[src/rtl/lsu_pkg.sv]
package lsu_pkg;

    ////////////////////////////////////////////////////////////
    // matrix unit and oram geometry
    ////////////////////////////////////////////////////////////
    localparam int MXU_ROWS    = 16;
    localparam int ROW_SEL_W   = 4;
    localparam int LANES       = 16;
    localparam int LANE_W      = 16;
    localparam int WORD_W      = 128;
    localparam int WORD_LANES  = 8;
    localparam int BEAT_W      = 64;
    localparam int ORAM_DEPTH  = 256;
    localparam int ORAM_ADDR_W = 8;

    // instruction field widths
    localparam int SRAM_ADDR_W = 12;
    localparam int DRAM_ADDR_W = 10;
    localparam int NUM_W       = 8;
    localparam int SIZE_W      = 3;
    localparam int AXI_ID_W    = 8;

    // axi write address encodings
    localparam logic [2:0] AXI_SIZE_8B    = 3'd3;
    localparam logic [1:0] AXI_BURST_INCR = 2'b01;

    // dram store sequencer states
    localparam int         DS_STATE_W = 3;
    localparam logic [2:0] DS_IDLE    = 3'd0;
    localparam logic [2:0] DS_ADDR    = 3'd1;
    localparam logic [2:0] DS_FETCH   = 3'd2;
    localparam logic [2:0] DS_BEAT_LO = 3'd3;
    localparam logic [2:0] DS_BEAT_HI = 3'd4;
    localparam logic [2:0] DS_RESP    = 3'd5;

    // one int16 accumulator row, seen as lanes or as two oram words
    typedef union packed {
        logic [LANES-1:0][LANE_W-1:0] lane;
        logic [1:0][WORD_W-1:0]       half;
    } acc_row_t;

endpackage

[src/rtl/lsu_ctrl.sv]
`timescale 1ns/1ps

module lsu_ctrl (
    input  logic                         clk,
    input  logic                         rst,
    input  logic                         idu_vld,
    input  logic                         idu_st_oram,
    input  logic                         idu_st_dram,
    input  logic                         oram_store_done,
    input  logic                         dram_store_done,
    output logic                         idu_rdy,
    output logic                         st_oram_start,
    output logic                         st_dram_start,
    output logic [lsu_pkg::AXI_ID_W-1:0] burst_id
);

    logic busy;
    logic accept;

    assign idu_rdy = ~busy;

    // exactly one opcode level, and only while idle
    assign accept        = idu_vld & idu_rdy & (idu_st_oram ^ idu_st_dram);
    assign st_oram_start = accept & idu_st_oram;
    assign st_dram_start = accept & idu_st_dram;

    always_ff @(posedge clk) begin
        if (rst) begin
            busy     <= 1'b0;
            burst_id <= '0;
        end else begin
            if (accept) begin
                busy <= 1'b1;
            end else if (oram_store_done | dram_store_done) begin
                busy <= 1'b0;
            end
            // engine samples the old id on the same edge
            if (st_dram_start) begin
                burst_id <= burst_id + 1'b1;
            end
        end
    end

endmodule

[config.mk]
export PLATFORM = sky130hd
export DESIGN_NAME = lsu_ctrl
export DESIGN_NICKNAME = d
export VERILOG_FILES = /design/src/rtl/lsu_pkg.sv /design/src/rtl/lsu_ctrl.sv
export SDC_FILE = /design/constraint.sdc
export NUM_CORES = 1
export LEC_CHECK = 0
export BUFFER_PORTS_ARGS = -buffer_cell sky130_fd_sc_hd__clkbuf_2
export CAP_MARGIN = 10
export CORE_AREA = 2 2 39 41
export CTS_BUF_LIST = sky130_fd_sc_hd__clkbuf_4
export CTS_CLUSTER_DIAMETER = 30
export DETAILED_ROUTE_END_ITERATION = 12
export DIE_AREA = 0 0 41 43
export SYNTH_ARGS = -nofsm -noshare
export SYNTH_HDL_FRONTEND = slang
export SYNTH_SLANG_ARGS = --single-unit
[constraint.sdc]
create_clock -name clk -period 1.4 [get_ports clk]
set_input_delay 0.35 -clock clk [delete_from_list [all_inputs] [get_ports clk]]
set_output_delay 0.35 -clock clk [all_outputs]
set_load 0.01 [all_outputs]
# Word-level counts from Yosys, hierarchy flattened
# Cells that the tools add are included.
[totals]
regBits = 9
in_bits = 7
out_inout_bits = 11
elab_cells = 13
[op_classes]
add_sub_neg = 1
n_mux = 2
n_bitwise = 7
n_reduce_logical = 1
[op_table]
columns = ["op", "count"]
rows = [
  ["8-bit by 1-bit adder with 8-bit output, second input constant", 1],
  ["1-bit AND", 4],
  ["1-bit two-way mux", 2],
  ["2-bit nonzero test", 1],
  ["1-bit inverter", 1],
  ["1-bit OR", 1],
  ["1-bit bitwise XOR", 1],
]

# Depth between registers and ports, before layout
[logic_depth]
word_depth = 4
ltp_mapped = 5
depth_no_buf = 4

# Least setup slack after synthesis
# Ideal clock, no wire load.
[synth_timing]
path_kind = "reg-to-reg"
startpoint = "reg burst_id[0] in the netlist's numbering"
endpoint = "reg burst_id[6] in the netlist's numbering"
setup_time_ns = 0.070
arrival_ns = 1.283
slack_ns = 0.047
stages_incl_launch_ff = 5
path_buffers = 0
period_less_slack_ns = 1.353
path_cell_list = "dfxtp_1 -> ha_1 -> nand2_1 -> or4_1 -> a21oi_1"
[synth_between]
elab_chain_len = 1
[synth_lines]
columns = ["item", "line", "rtl"]
rows = [
  ["start, declared", "lsu_ctrl.sv:14", "output logic [lsu_pkg::AXI_ID_W-1:0] burst_id"],
  ["start signal, assigned", "lsu_ctrl.sv:39", "burst_id <= burst_id + 1'b1;"],
  ["8-bit by 1-bit adder with 8-bit output", "lsu_ctrl.sv:39", ""],
]
# No other way between the ends.
# A chain may end at the register's enable or synchronous reset.

# Final worst setup path
[layout_timing]
startpoint = "in idu_st_dram"
endpoint = "out st_oram_start"
[layout_between]
elab_chain_len = 3
[layout_lines]
columns = ["item", "line", "rtl"]
rows = [
  ["start, declared", "lsu_ctrl.sv:8", "input logic idu_st_dram,"],
  ["1-bit bitwise XOR", "lsu_ctrl.sv:23", "assign accept = idu_vld & idu_rdy & (idu_st_oram ^ idu_st_dram);"],
  ["1-bit AND", "lsu_ctrl.sv:23", ""],
  ["1-bit AND", "lsu_ctrl.sv:24", "assign st_oram_start = accept & idu_st_oram;"],
  ["end, declared", "lsu_ctrl.sv:12", "output logic st_oram_start,"],
]
# No other way between the ends.

==> qor.yml <==
finish:
  design_area_um2: 686
  fin_util_pct: 49.5
  syn_to_final_growth_pct: 53.5
  num_antenna_cells: 0
  nets: 90
  final_common_cell: "clkbuf_2"
  n_fill_cell: 132
  drive_gt1_share_pct: 49.4
  layout_common_cells: "16 x clkbuf_2, 10 x buf_4, 8 x dfxtp_1, 6 x a21oi_1"
global_routing:
  overflow: 0
  antenna_found_initial: 0
  grt_pass1_vias: 427
  grt_pass1_wl_mm: 1.68
  gr-usage-all-layers_pct: 14.2
  grt_max_degree: 10
floorplan:
  fp.dieH_um: 43
  core_area_mm2: 0.00138
  row_count: 14
  die_area_mm2: 0.00176
  start_util_pct: 32.3
  ioPinCount: 18
  die_x_um: 41
yosys:
  synth_mux_area_share_pct: 0
  ys_seq_area_share_pct: 40.3
  synthAdderAreaFrac_pct: 2.80
  async_flop_share_pct: 0
  yosys.area_share.simple_pct: 29.4
  synth_top_family_by_area: "simple AND/OR/NAND/NOR gates"
  syn-num-nets: 58
  synth_xor_area_share_pct: 3.92
  synth.distinct_cells: 20
  synth.avg_cell_area_um2: 8.93
  synth_compound_area_share_pct: 17.6
  netlist_instances: 50
  syn_area_um2: 447
  yosysWarningCount: 0
  ys_ff_latch: 9
  synth_edf_count: 0
  synthFlopType: "dfxtp_1"
clocking:
  cts_buffers: 3
  htree_levels: 1
  postCtsHoldBufs: 0
  cts_tree: "built"
  cts.sinks: 9
  clkTransAtPathRegs_ns: 0.06
  cts-root-buf: "clkbuf_4"
  clockBufferDepth: 2
  clkLatencyLatePin_ns: 0.26
detailed_routing:
  vias: 470
  firstDrtPassIters: 4
  ant_nets: 0
  drtIter0Drc: 9
  wl_per_cell_um: 10.5
  viasPerCell: 4.85
  remaining_drc_errors: 0
  finalWirelength_mm: 1.02
worst_setup_path:
  path_depth: 4
  crit_buf_inv: 3
  reg2reg_depth: 4
  start_kind: "input pin"
  slowest_stage: "nor4bb_1"
  rrSetupSlack_ns: 0.05
  crit_chain: "clkbuf_2 -> buf_4 -> nor4bb_1 -> clkbuf_2"
  critPathMaxStageDelay_ns: 0.28
  r2r-start: "busy"
  critical-path-top-delay-family: "buffers and inverters"
  path_max_fanout: 2
  worst_path_most_repeated_cell: "clkbuf_2"
  critPathCaptureType: "output port"
  r2r-end: "burst_id[7]"
  crit_arrival_ns: 1.07
  path_class: "input pin to output port"
  required_ns: 1.05
status:
  violations: "setup timing"
  status: "complete, but fails checks"
timing:
  setup_viol: 2
  fin_crit_ns: 1.42
  fmax_mhz: 706
  relSlewSlack_pct: 81.6
  slew_violations: 0
  whs_ns: 0.387
  hold_viol: 0
  fin_ws_ns: -0.0155
  finClkSkew_ns: 0.00400
  fin_crit_sh_pct: 101
  rsz0062_at_grt: "yes"
  worstMarginPinSlew_ns: 0.274
power:
  ir_drop_mv: 0.637
  static-leakage-power_uw: 0.000287
  power_density_mw_per_mm2: 805
hold_path:
  worstHoldPathType: "input pin to flop"
  holdPathStages: 2
  min_to: "burst_id[5]"
  hp-start: "rst"
place:
  routabilityCongestion: 0.715
  place_ws_ns: -0.0676
  dpl.hpwl_um: 740
  io_buffers: 17
  dpl_cell_area_um2: 597
run:
  drv_cap: 0
==> metrics by stage <==
| stage | total power [µW] | cells | TNS [ns] |
|---|---|---|---|
| 2_1_floorplan | 299 | 50 | 0 |
| 3_3_place_gp | 332 | 89 | -0.154 |
| 3_5_place_dp | 333 | 89 | -0.236 |
| 4_1_cts | 559 | 96 | -0.232 |
| 5_1_grt | 587 | 97 | -0.101 |
| 6_report | 552 | 97 | -0.0190 |
==> sequential cells by signal, indices dropped and copies added (netlist names) <==
name	flops
burst_id	8
busy	1
==> report_power, final <==
group          internal, µW  switching, µW  total, µW  leakage [µW]
Clock                   129           83.0        212     0.0000184
Combinational          43.8           33.4       77.2      0.000196
Sequential              261           2.46        263     0.0000731
Total                   433            119        552      0.000287
==> timing repair <==
item	4_1_cts	5_1_grt
endpoints found under the setup margin	2	6
resized for setup	3	7
setup buffers	3	1
hold endpoints to repair	0	0
pin swaps	1	5
==> layer usage <==
layer	track usage, %	vias to the layer above	part of all wire (%)
li1	-	246	-
met1	18.5	211	45
met2	19.7	13	50
met3	7.85	0	5.5
met4	4.00	0	0
met5	0	-	0
==> worst reg2reg max path, stage by stage, from the launching register on <==
cell,delay (ns)
dfxtp_2,0.32
nand4bb_4,0.20
buf_6,0.15
or4_4,0.49
a21oi_1,0.12
==> cell usage after synthesis, drive strengths merged, types with 2 or more instances <==
| master | n | area (µm²) |
|---|---|---|
| nand3 | 3 | 15.0 |
| nand2 | 4 | 15.0 |
| or3 | 3 | 20.0 |
| a21oi | 7 | 35.0 |
| buf | 2 | 15.0 |
| nor2 | 2 | 7.51 |
| dfxtp | 9 | 180 |
| inv | 3 | 11.3 |
| or4 | 3 | 22.5 |
| o21ai | 3 | 15.0 |
| o31ai | 3 | 22.5 |
==> final cells by class <==
cell class	count	area, µm²	area share [%]
clock buffer	4	30.0	4.38
inverter	3	13.8	2.01
multi-input combinational	36	251	36.7
sequential	9	181	26.5
tap	16	20.0	2.92
timing repair buffer	29	189	27.6
==> how the worst max path moves through the flow <==
stage / endpoint / startpoint / slack [ns]
final: st_oram_start / idu_st_dram / -0.02
after detailed placement: burst_id[6] / idu_st_oram / -0.07
after floorplan: burst_id[6] / burst_id[0] / 0.05
after global placement: burst_id[6] / idu_st_oram / -0.05
after global routing: st_oram_start / busy / -0.05
after CTS: st_dram_start / busy / -0.07
==> logic make-up (layout without fill, tap and decap cells) <==
logic type,count (synthesis),count (layout)
DFF,9,9
and+or+nand+nor,19,19
xor gates and xnor gates,2,2
buffers and inverters,5,36
AOI/OAI and AO/OA,14,14
adders and majority gates,1,1
No activity file was read; power rests on OpenSTA's default activity.
