--- src/rtl/lsu_pkg.sv ---
package lsu_pkg;

    ////////////////////////////////////////////////////////////
    // matrix unit and oram geometry
    ////////////////////////////////////////////////////////////
    localparam int MXU_ROWS    = 16;
    localparam int ROW_SEL_W   = 4;
    localparam int LANES       = 16;
    localparam int LANE_W      = 16;
    localparam int WORD_W      = 128;
    localparam int WORD_LANES  = 8;
    localparam int BEAT_W      = 64;
    localparam int ORAM_DEPTH  = 256;
    localparam int ORAM_ADDR_W = 8;

    // instruction field widths
    localparam int SRAM_ADDR_W = 12;
    localparam int DRAM_ADDR_W = 10;
    localparam int NUM_W       = 8;
    localparam int SIZE_W      = 3;
    localparam int AXI_ID_W    = 8;

    // axi write address encodings
    localparam logic [2:0] AXI_SIZE_8B    = 3'd3;
    localparam logic [1:0] AXI_BURST_INCR = 2'b01;

    // dram store sequencer states
    localparam int         DS_STATE_W = 3;
    localparam logic [2:0] DS_IDLE    = 3'd0;
    localparam logic [2:0] DS_ADDR    = 3'd1;
    localparam logic [2:0] DS_FETCH   = 3'd2;
    localparam logic [2:0] DS_BEAT_LO = 3'd3;
    localparam logic [2:0] DS_BEAT_HI = 3'd4;
    localparam logic [2:0] DS_RESP    = 3'd5;

    // one int16 accumulator row, seen as lanes or as two oram words
    typedef union packed {
        logic [LANES-1:0][LANE_W-1:0] lane;
        logic [1:0][WORD_W-1:0]       half;
    } acc_row_t;

endpackage

--- src/rtl/dram_store_engine.sv ---
`timescale 1ns/1ps

module dram_store_engine (
    input  logic                            clk,
    input  logic                            rst,
    input  logic                            start,
    input  logic [lsu_pkg::AXI_ID_W-1:0]    burst_id,
    input  logic [lsu_pkg::DRAM_ADDR_W-1:0] dram_addr,
    input  logic [lsu_pkg::NUM_W-1:0]       num,
    input  logic [lsu_pkg::SRAM_ADDR_W-1:0] ld_st_addr,
    input  logic                            awrdy,
    input  logic                            wrdy,
    input  logic                            bvld,
    input  logic [lsu_pkg::WORD_W-1:0]      rd_data,
    output logic                            awvld,
    output logic [lsu_pkg::AXI_ID_W-1:0]    awid,
    output logic [lsu_pkg::DRAM_ADDR_W-1:0] awaddr,
    output logic [lsu_pkg::NUM_W-1:0]       awlen,
    output logic                            rd_en,
    output logic [lsu_pkg::ORAM_ADDR_W-1:0] rd_addr,
    output logic                            wvld,
    output logic [lsu_pkg::BEAT_W-1:0]      wdata,
    output logic                            wlast,
    output logic                            brdy,
    output logic                            done
);

    logic [lsu_pkg::DS_STATE_W-1:0]    state;
    logic                              rd_pend;
    logic [lsu_pkg::NUM_W-1:0]         num_eff;
    logic [lsu_pkg::NUM_W-1:0]         words_left;
    logic [lsu_pkg::ORAM_ADDR_W-1:0]   word_addr;
    logic [1:0][lsu_pkg::BEAT_W-1:0]   hold;
    logic                              last_word;

    assign num_eff   = (num == '0) ? lsu_pkg::NUM_W'(1) : num;
    assign last_word = (words_left == lsu_pkg::NUM_W'(1));

    ////////////////////////////////////////////////////////////
    // address, fetch, two beats per word, response
    ////////////////////////////////////////////////////////////
    always_ff @(posedge clk) begin
        if (rst) begin
            state   <= lsu_pkg::DS_IDLE;
            rd_pend <= 1'b0;
        end else begin
            case (state)
                lsu_pkg::DS_IDLE: begin
                    if (start) state <= lsu_pkg::DS_ADDR;
                end
                lsu_pkg::DS_ADDR: begin
                    if (awrdy) state <= lsu_pkg::DS_FETCH;
                end
                lsu_pkg::DS_FETCH: begin
                    // read issued, then capture on the next cycle
                    rd_pend <= ~rd_pend;
                    if (rd_pend) state <= lsu_pkg::DS_BEAT_LO;
                end
                lsu_pkg::DS_BEAT_LO: begin
                    if (wrdy) state <= lsu_pkg::DS_BEAT_HI;
                end
                lsu_pkg::DS_BEAT_HI: begin
                    if (wrdy) state <= last_word ? lsu_pkg::DS_RESP : lsu_pkg::DS_FETCH;
                end
                lsu_pkg::DS_RESP: begin
                    if (bvld) state <= lsu_pkg::DS_IDLE;
                end
                default: state <= lsu_pkg::DS_IDLE;
            endcase
        end
    end

    // request fields and word bookkeeping
    always_ff @(posedge clk) begin
        if (start) begin
            awid       <= burst_id;
            awaddr     <= dram_addr;
            awlen      <= lsu_pkg::NUM_W'({num_eff, 1'b0} - 1'b1);
            words_left <= num_eff;
            word_addr  <= ld_st_addr[lsu_pkg::SRAM_ADDR_W-1 -: lsu_pkg::ORAM_ADDR_W];
        end
        if (state == lsu_pkg::DS_FETCH && rd_pend) begin
            hold <= rd_data;
        end
        if (state == lsu_pkg::DS_BEAT_HI && wrdy) begin
            words_left <= words_left - 1'b1;
            word_addr  <= word_addr + 1'b1;
        end
    end

    assign awvld   = (state == lsu_pkg::DS_ADDR);
    assign rd_en   = (state == lsu_pkg::DS_FETCH) & ~rd_pend;
    assign rd_addr = word_addr;

    // low half goes first
    assign wvld  = (state == lsu_pkg::DS_BEAT_LO) | (state == lsu_pkg::DS_BEAT_HI);
    assign wdata = hold[state == lsu_pkg::DS_BEAT_HI];
    assign wlast = (state == lsu_pkg::DS_BEAT_HI) & last_word;

    assign brdy = (state == lsu_pkg::DS_RESP);
    assign done = (state == lsu_pkg::DS_RESP) & bvld;

endmodule

--- config.mk ---
export PLATFORM = sky130hd
export DESIGN_NAME = dram_store_engine
export DESIGN_NICKNAME = d
export VERILOG_FILES = /design/src/rtl/lsu_pkg.sv /design/src/rtl/dram_store_engine.sv
export SDC_FILE = /design/constraint.sdc
export NUM_CORES = 1
export LEC_CHECK = 0
export BUFFER_PORTS_ARGS = -buffer_cell sky130_fd_sc_hd__buf_2
export CORE_MARGIN = 2
export CORE_UTILIZATION = 50
export CTS_BUF_LIST = sky130_fd_sc_hd__clkbuf_8
export DETAILED_ROUTE_END_ITERATION = 16
export PLACE_DENSITY = 0.83
export SLEW_MARGIN = 20
export SYNTH_ARGS = -nofsm -noshare
export SYNTH_HDL_FRONTEND = slang
export SYNTH_SLANG_ARGS = --single-unit
--- constraint.sdc ---
create_clock -name clk -period 13.2 [get_ports clk]
set_input_delay 1.32 -clock clk [delete_from_list [all_inputs] [get_ports clk]]
set_output_delay 1.32 -clock clk [all_outputs]
set_load 0.03 [all_outputs]
* Word level (Yosys, flattened, before mapping)
Index checks and enable logic that the tools add are counted.
** Word-level totals
- Input port bits :: 172
- Output and inout port bits :: 104
- Bits in registers :: 174
- Word-level logic and storage cells :: 51
** Cells by class
- Bitwise operators :: 5
- Add/sub/neg operators :: 3
- $lt $le $gt $ge :: 1
- Eq/ne operators :: 12
- Reduce and logical (&&, ||, !) cells :: 6
- Mux-type cells :: 15
** Operators by type and width (count)
- 64-bit two-way mux :: 2
- 8-bit two-way mux :: 5
- 3-bit two-way mux :: 7
- 3-bit one-hot mux with 6 select lines :: 1
- 8-bit by 1-bit subtractor with 8-bit output (second input constant) :: 2
- 2-bit != test (second input constant) :: 6
- 8-bit by 1-bit adder with 8-bit output (second input constant) :: 1
- 8-bit by 1-bit equality test with 1-bit output (second input constant) :: 1
- 8-bit zero test :: 1
- 3-bit by 2-bit equality test with 1-bit output (second input constant) :: 2
- 3-bit equality test (second input constant) :: 2
- 6-bit AND reduction :: 1
- 1-bit AND :: 3
- 3-bit by 1-bit equality test with 1-bit output (second input constant) :: 1
- 3-bit zero test :: 1
- 1-bit logical AND :: 2
- 1-bit by 2-bit < comparator with 1-bit output (second input constant) :: 1
- 2-bit nonzero test :: 1
- 1-bit inverter :: 1
- 1-bit OR :: 1

* Depth between registers and ports, before layout
Gate-level depths: netlist of run 1.
- Depth after elaboration :: 4
- Mapped depth :: 7

* Least setup slack after synthesis of run 1
OpenSTA, ideal clock, no wires.
- Kind :: register to register
- Start :: reg state[1] in the netlist's numbering
- End :: reg hold[0] in the netlist's numbering, enable pin
- Arrival :: 3.812 ns
- Setup slack :: 8.886 ns
- Library setup time :: 0.503 ns
- Path buffers :: 1
- Cell stages (with the launch flop) :: 5
- Clock period less this slack :: 4.314 ns
- Cell sequence :: dfxtp_1 -> clkbuf_1 -> nand2b_1 -> nor2_1 -> and2_1
** Between the ends
- Longest elaborated chain between the ends :: 2
** RTL lines
- start, declared :: line dram_store_engine.sv:28 : logic [lsu_pkg::DS_STATE_W-1:0] state;
- start signal, assigned :: line dram_store_engine.sv:44 : state <= lsu_pkg::DS_IDLE;
- start signal, assigned :: line dram_store_engine.sv:49 : if (start) state <= lsu_pkg::DS_ADDR;
- start signal, assigned :: line dram_store_engine.sv:52 : if (awrdy) state <= lsu_pkg::DS_FETCH;
- 3-bit by 2-bit equality test with 1-bit output :: line dram_store_engine.sv:82 : if (state == lsu_pkg::DS_FETCH && rd_pend) begin
- 1-bit logical AND :: line dram_store_engine.sv:82
- end signal, assigned :: line dram_store_engine.sv:83 : hold <= rd_data;
- end, declared :: line dram_store_engine.sv:33 : logic [1:0][lsu_pkg::BEAT_W-1:0] hold;
Every way passes these cells.
A chain may end at the register's enable or synchronous reset.

* Final worst setup path of run 1
- Start :: reg state[0] in the netlist's numbering
- End :: out wdata[52] in the netlist's numbering
** Between the ends
- Longest elaborated chain between the ends :: 3
** RTL lines
- 3-bit equality test :: line dram_store_engine.sv:97 : assign wdata = hold[state == lsu_pkg::DS_BEAT_HI];
- 64-bit two-way mux (not written as such) (2 in a row) :: line dram_store_engine.sv:97
- end, declared :: line dram_store_engine.sv:22 : output logic [lsu_pkg::BEAT_W-1:0] wdata,
Every way passes these cells. The select of a mux whose other input is x is not followed.

==> results.yml, run 1 <==
outcome:
  outcome: "finished clean"
yosys:
  synth_top_area_share: 0.755
  syn_avg_cell_area_um2: 13.3
  synth_cell_types: 39
  ys_ff_latch: 173
  yosys.area.top_type: "edfxtp_1"
  synth_cells: 505
  yosysWarnings: 0
  ys_seq_area_frac: 0.767
  synth.area.top_cells: "edfxtp_1, nand2_1, buf_2, dfxtp_1, xor2_1"
  synth_area_um2: 6720
  synthesis.nets: 681
timing:
  fmax_mhz: 259
  final.setup.tns_ns: 0
  skew_ns: 0.00801
  worst_pin_slew_ns: 0.888
  fin_crit_sh: 0.292
  layout_min_cycle_time_ns: 3.86
  slew_viol_final: 0
  setup_viol: 0
  setup_slack_ns: 9.34
  finalHoldViolations: 0
  slew_headroom: 0.408
  hold_slack_ns: 0.609
  rsz0062_at_grt: "no"
clock_tree:
  cts_buffer_depth: 2
  cts_tree: "done"
  clock_sinks: 173
  postCtsSetupBuffers: 0
  hold_buffers: 0
  clkLatencyLatePin_ns: 0.44
  cts_buffers: 17
  htree_levels: 4
  clock-root-buffer: "clkbuf_8"
  clkSlewWorstSetupHoldPaths_ns: 0.08
  cts-resized-gates: 0
global_route:
  grt_usage: 0.209
  grt_max_degree: 75
  grt_pass1_vias: 4629
  antenna_found_initial: 1
  overflow: 0
  grt_pass1_wl_mm: 22.7
cells_and_area:
  area_delta_synth_final_pct: 27.8
  final_common_cell: "buf_2"
  layout_common_cells: "buf_2, nand2_1, edfxtp_1, clkbuf_8, nor2_1"
  finalNonFillerCells: 965
  design_area_um2: 8590
  layout-drive-gt1-share: 0.392
  utilization: 0.651
  nets: 952
routing:
  drc: 0
  vias: 4703
  drt-wirelength-per-cell_um: 15.4
  drtIter0Drc: 308
  firstDrtPassIters: 5
  viasPerCell: 4.87
  totalWireLength_mm: 14.9
  postRouteAntennaNets: 0
placement:
  io_buffers: 270
  pre_cts_slack_ns: 9.78
  hpwl_mm: 10.5
  gp_congestion: 0.835
  dp_cells: 933
  place_area_um2: 8220
floorplanning:
  num_rows: 42
  ios: 276
  design.die.area_um2: 14400
  core_area_um2: 13200
  start_util: 0.509
  die_y_um: 120
  dieWidth_um: 120
run:
  cap_viol_max_count: 0
worst_setup_path:
  slowest_stage: "dfxtp_1"
  path_cells: "nor2_1, nand2_2, buf_4, nand2_1, nand2_1, buf_2"
  criticalPathCategory: "flop to primary output"
  cp-end-kind: "primary output"
  startpoint_type: "flop"
  arrival_ns: 2.54
  required_ns: 11.88
  cp_common_cell: "nand2_1"
  cpPeakStageDelay_ns: 0.61
  cp_max_fo: 40
power_and_ir_drop:
  power_frac_clock: 0.316
  swShare: 0.233
  ir_worst_vdd_mv: 0.0867
  internal_power_mw: 0.825
  total_power_mw: 1.08
  p_leak_nw: 3.72
  p_comb_frac: 0.097
  p_switching_mw: 0.251
  power.density_nw_per_um2: 125
  p_seq_frac: 0.587
hold_path:
  hold_path_class: "flop to flop"
[worst max-delay path, delay by kind of cell (launching register included)]
kind          cells  cell delay [ns]
flops             1             0.61
simple gates      4             0.77
buf+inv           2             0.71
[state kept, by name, summed over array words and instances, names as in the netlist]
name,cells
state,3
awaddr,10
rd_pend,1
rd_addr,8
awlen,7
awid,8
words_left,8
hold,128
[cells in the mapped netlist (all sizes together)]
cell,instances
nand2,216
edfxtp,169
buf,17
o21ai,14
nor2,13
xor2,9
xnor2,8
inv,6
nand3,6
clkbuf,4
dfxtp,4
ha,4
nor4,4
and2,3
and3,3
nand2b,3
nor3,3
mux2,2
nor3b,2
a211o,1
a21oi,1
a22oi,1
a2bb2oi,1
a31oi,1
conb,1
mux2i,1
nand4b,1
nor2b,1
o211ai,1
o31a,1
o31ai,1
o32ai,1
o41ai,1
or4,1
[power groups by stage]
stage	clock network, mW	registers (mW)	logic, mW
finish	0.339	0.632	0.104
global route	0.370	0.634	0.113
CTS	0.350	0.632	0.105
detailed placement	0	0.644	0.105
global placement	0	0.643	0.102
floorplan	0	0.656	0.0457
[worst paths after layout]
check / start / to / slack, ns / cells after the start
min: rd_pend / rd_pend / 0.61 / 2
max reg2reg: state[2] / rd_addr[6] / 9.95 / 4
max: state[0] / wdata[52] / 9.34 / 6
min reg2reg: rd_pend / rd_pend / 0.61 / 2
[layer usage]
metal,GRT usage,wire (um),vias up
met4,0.101,378,0
li1,-,-,2281
met1,0.235,5550,2222
met2,0.366,7970,167
met3,0.0556,962,33
met5,0,0,-
[cells by family (layout without fill, tap and decap cells)]
family,count (synthesis),count (layout),share of synthesized area
compound gates,24,24,0.0237
xor+xnor,17,17,0.0222
fa+ha+maj,4,4,0.00745
buf+inv,27,310,0.0186
flops,173,173,0.767
mux,3,3,0.00484
other cells,1,2,0.000558
simple gates,256,256,0.155
[area by class of cell]
class / count / area (um^2)
clock inverter: 14 / 130
timing repair buffer: 273 / 1370
fill: 993 / 4600
antenna: 1 / 2.50
clock buffer: 17 / 234
inverter: 6 / 22.5
multi-input combinational: 305 / 1450
sequential: 173 / 5150
tap: 176 / 220
Note: power is estimated with default switching activity, not from simulation.
==> run 2: changes to the inputs <==
clock period = 3.7 ns   (was 13.2 ns; I/O delays follow)
==> run 2 against run 1 <==
  * Non-clock buffer count increased by 4
  * Clock skew rose by 0.0038 ns
  * Global-route usage is essentially flat
  * Count of clock-buffer cells in the layout unchanged
  * Critical path type unchanged
  * Largest power group unchanged
==> results.yml, run 2 (synthesis gave the netlist of run 1 again) <==
outcome:
  outcome: "finished clean"
floorplanning:
  num_rows: 42
  die_y_um: 120
  core_area_um2: 13200
  design.die.area_um2: 14400
  dieWidth_um: 120
  start_util: 0.509
  ios: 276
clock_tree:
  hold_buffers: 0
  clock_sinks: 173
  clock-root-buffer: "clkbuf_8"
  cts_tree: "done"
  cts-resized-gates: 0
  htree_levels: 4
  cts_buffer_depth: 2
  postCtsSetupBuffers: 0
  clkLatencyLatePin_ns: 0.45
  cts_buffers: 17
  clkSlewWorstSetupHoldPaths_ns: 0.09
cells_and_area:
  antenna_cells: 0
  largest_reg_flops: 128
  layout_common_cells: "buf_2, nand2_1, edfxtp_1, clkbuf_8, nor2_1"
  reg_top3: "hold: 128 flops, awaddr: 10 flops"
  final_common_cell: "buf_2"
  layout-drive-gt1-share: 0.401
  utilization: 0.658
  area_delta_synth_final_pct: 29.2
  top_register: "hold"
  nets: 956
worst_setup_path:
  slowest_stage: "dfxtp_1"
  rr_worst_depth: 4
  required_ns: 3.33
  cp_common_cell: "nand2_1"
  r2r-start: "state[1]"
  startpoint_type: "flop"
  arrival_ns: 2.51
  path_delay_family: "simple AND/OR/NAND/NOR gates"
  path_cells: "nor2_1, nand2_2, buf_4, nand2_1, nand2_1, buf_2"
  cp_max_fo: 33
  cp-startpoint: "state[0]"
  path_buf_inv: 2
  criticalPathCategory: "flop to primary output"
  cp-end-kind: "primary output"
  cpPeakStageDelay_ns: 0.61
  cp_num_cells: 6
routing:
  drtIter0Drc: 352
  vias: 4740
  drc: 0
  postRouteAntennaNets: 0
  viasPerCell: 4.89
  drt-wirelength-per-cell_um: 15.3
  firstDrtPassIters: 5
  totalWireLength_mm: 14.9
hold_path:
  hold_path_class: "input pin to flop"
  min_from: "rd_data[27]"
  whs_path_depth: 1
global_route:
  grt_pass1_wl_mm: 22.5
  grt_pass1_vias: 4557
  antenna_found_initial: 0
  grt_usage: 0.209
  grt_max_degree: 52
  overflow: 0
timing:
  setup_viol: 0
  fin_crit_sh: 0.779
  slew_headroom: 0.500
  slew_viol_final: 0
  layout_min_cycle_time_ns: 2.88
  rsz0062_at_grt: "no"
  fmax_mhz: 347
  worst_pin_slew_ns: 0.750
  finalHoldViolations: 0
  final.setup.tns_ns: 0
  skew_ns: 0.0118
power_and_ir_drop:
  ir_worst_vdd_mv: 0.258
  p_leak_nw: 3.76
  power.density_nw_per_um2: 459
run:
  cap_viol_max_count: 0
placement:
  gp_congestion: 0.876
  hpwl_mm: 10.8
  io_buffers: 270
==> run 2: changes by cell type in the layout (fill, tap and decap cells not counted) <==
cell       delta
buf_4         +3
inv_1         -3
inv_6         +2
inv_8         +2
buf_12        +1
bufinv_16     +1
clkinv_1      -1
diode_2       -1
==> run 2: path summary, 6_finish.rpt <==
| kind | endpoint | slack (ns) |
|---|---|---|
| setup / recovery | wdata[49] | 0.82 |
| hold / removal | hold[27] | 0.08 |
| setup reg to reg | hold[60] | 1.39 |
| hold reg to reg | rd_pend | 0.59 |
==> run 2: metrics by stage <==
stage | total power [mW] | setup slack [ns] | area [um^2] | instances | hold WS, ns
after floorplan | 2.50 | 0.818 | 6720 | 505 | 0.442
after global placement | 2.66 | 1.24 | 8260 | 937 | 0.546
after detailed placement | 2.67 | 1.27 | 8260 | 937 | 0.548
after CTS | 4.02 | 0.738 | 8680 | 969 | 0.0508
after global routing | 4.14 | 0.594 | 8680 | 969 | 0.0461
final | 3.99 | 0.816 | 8680 | 969 | 0.0837
==> run 2: routing by layer <==
metal / GRT usage / wire length [um]
met5: 0 / 0
met4: 0.112 / 540
met3: 0.0594 / 938
met2: 0.353 / 7670
met1: 0.240 / 5720
==> run 2: layout make-up <==
type,instances,area (um^2)
clock inverters,15,185
multi-input cells,305,1450
repair buffers,277,1420
flip-flops and latches,173,5150
clock buffers,17,234
inverters,6,22.5
fillers,1009,4510
well taps,176,220
==> run 2: power breakdown <==
| part | leakage (nW) | total, mW | internal [mW] | switching (mW) |
|---|---|---|---|---|
| clock | 0.208 | 1.36 | 0.679 | 0.682 |
| combinational | 1.96 | 0.375 | 0.146 | 0.229 |
| sequential | 1.58 | 2.25 | 2.21 | 0.0410 |
==> run 3: changes to the inputs <==
ABC_AREA = 1   (was unset)
CORE_UTILIZATION = 45   (was 50)
PLACE_DENSITY = 0.78   (was 0.83)
clock period = 2.4 ns   (was 3.7 ns; I/O delays follow)
==> run 3 against run 2 <==
  * Cell count increased by 21%
  * Critical path type unchanged
  * Combinational power increased to 7.6 times the previous value
  * Die area increased by 13%
  * Largest cell class unchanged
  * Worst setup slack got worse by 0.67 ns
  * Global-route usage up 1.6 points
  * Non-clock buffer count is 150 higher
  * Hold slack lost 0.030 ns
  * Area after synthesis increased by 1.7%
==> results.yml, run 3 <==
outcome:
  outcome: "finished clean"
worst_setup_path:
  required_ns: 2.16
  path_buf_inv: 2
  slowest_stage: "dfxtp_1"
  arrival_ns: 2.01
  criticalPathCategory: "flop to primary output"
  cp_common_cell: "nand2_1"
  startpoint_type: "flop"
  cp_max_fo: 42
  cpPeakStageDelay_ns: 0.48
  path_delay_family: "buffers and inverters"
  path_cells: "nor2_4, nand2_4, buf_4, nand2_1, nand2_1, buf_2"
  cp-end-kind: "primary output"
global_route:
  grt_max_degree: 43
  antenna_found_initial: 0
  grt_pass1_vias: 5631
  grt_usage: 0.224
  overflow: 0
  grt_pass1_wl_mm: 27.7
placement:
  pre_cts_slack_ns: 0.594
  place_area_um2: 8410
  dp_cells: 993
  gp_congestion: 0.811
  io_buffers: 270
  hpwl_mm: 11.1
yosys:
  ys_async_sr_fraction: 0
  yosys.area.top_type: "edfxtp_1"
  synth_top_flop_cell: "edfxtp_1"
  synth_edf_count: 169
  synth_top_area_share: 0.743
  ys_ff_latch: 173
  synth_area_um2: 6830
  syn_avg_cell_area_um2: 12.6
  ys_top_cells_by_count: "nand2_1, edfxtp_1, inv_1"
  synthesis.nets: 718
  yosysWarnings: 0
  synth.area.top_cells: "edfxtp_1, nand2_1, inv_1, nor2_1, dfxtp_1"
  synth_cell_types: 33
  synth_most_common_cell: "nand2_1"
  synth_cells: 542
  ys_seq_area_frac: 0.754
timing:
  final.setup.tns_ns: 0
  layout_min_cycle_time_ns: 2.25
  fin_crit_sh: 0.939
  fmax_mhz: 444
  hold_slack_ns: 0.0538
  rsz0062_at_grt: "no"
  setup_viol: 0
  slew_viol_final: 0
  setup_slack_ns: 0.147
  finalHoldViolations: 0
  skew_ns: 0.0163
cells_and_area:
  area_delta_synth_final_pct: 50.1
  utilization: 0.682
  final_common_cell: "buf_2"
  top_register: "hold"
  finalNonFillerCells: 1173
  layout-drive-gt1-share: 0.333
  nets: 1147
  design_area_um2: 10300
  largest_reg_flops: 128
  layout_common_cells: "buf_2, nand2_1, edfxtp_1, dlygate4sd3_1, inv_1"
  reg_top3: "hold: 128 flops, awaddr: 10 flops"
  fillers: 1011
floorplanning:
  design.die.area_um2: 16200
  num_rows: 45
  start_util: 0.455
  dieWidth_um: 127
  ios: 276
  core_area_um2: 15000
  die_y_um: 127
power_and_ir_drop:
  ir_worst_vdd_mv: 0.524
  total_power_mw: 8.46
  power.density_nw_per_um2: 824
  p_leak_nw: 4.55
routing:
  drt-wirelength-per-cell_um: 15.6
  totalWireLength_mm: 18.3
  vias: 5589
  postRouteAntennaNets: 0
  viasPerCell: 4.76
  drtIter0Drc: 321
  firstDrtPassIters: 5
  drc: 0
clock_tree:
  cts_buffer_depth: 2
  cts_buffers: 17
  cts_tree: "done"
  clock-root-buffer: "clkbuf_8"
  htree_levels: 4
  clkSlewWorstSetupHoldPaths_ns: 0.09
  clock_sinks: 173
  clkLatencyLatePin_ns: 0.45
hold_path:
  hold_path_class: "input pin to flop"
run:
  cap_viol_max_count: 0
## run 3: path summary, 6_finish.rpt
kind,start,to,slack [ns],cells after the start
max,state[0],wdata[15],0.15,6
min,ld_st_addr[5],rd_addr[1],0.05,3
max reg2reg,state[1],hold[106],0.65,5
min reg2reg,rd_pend,rd_pend,0.48,2
## run 3: cell families (layout without fill, tap and decap cells)
kind of cell / Yosys count / in the layout / share of synthesized area
AOI/OAI and AO/OA: 21 / 21 / 0.0183
xor gates and xnor gates: 13 / 13 / 0.0167
adders and majority gates: 4 / 4 / 0.00732
buffers and inverters: 45 / 487 / 0.0368
DFF: 173 / 173 / 0.754
other: 1 / 2 / 0.000549
and+or+nand+nor: 285 / 285 / 0.166
## run 3: repair_timing
item | 4_1_cts | 5_1_grt
resized for setup | 0 | 1
endpoints found under the setup margin | 0 | 2
endpoints found under the hold margin | 147 | 0
buffers inserted | 0 | 0
hold buffers | 147 | 0
## run 3: report_power, final
part / switching [mW] / internal (mW) / leakage [nW]
combinational: 1.96 / 0.893 / 2.77
clock: 1.08 / 0.837 / 0.187
sequential: 0.125 / 3.56 / 1.59
total: 3.16 / 5.29 / 4.55
## run 3: final cells by class
class | instances | area, um^2 | area share
Sequential cell | 173 | 5160 | 0.503
Timing Repair Buffer | 427 | 2940 | 0.286
Multi-Input combinational cell | 324 | 1440 | 0.141
Tap cell | 188 | 235 | 0.0229
Clock buffer | 17 | 234 | 0.0228
Clock inverter | 15 | 135 | 0.0132
Inverter | 28 | 110 | 0.0107
Antenna cell | 1 | 2.50 | 0.000244
## run 3: worst min-delay path: stages
cell and delay (ns):
buf_2 0.07, nand2_1 0.04, nand2_1 0.04
## run 3: per-layer routing
metal / share of wire / global-route usage
met1: 0.38 / 0.248
met2: 0.53 / 0.415
met3: 0.073 / 0.0590
met4: 0.018 / 0.0840
met5: 0 / 0
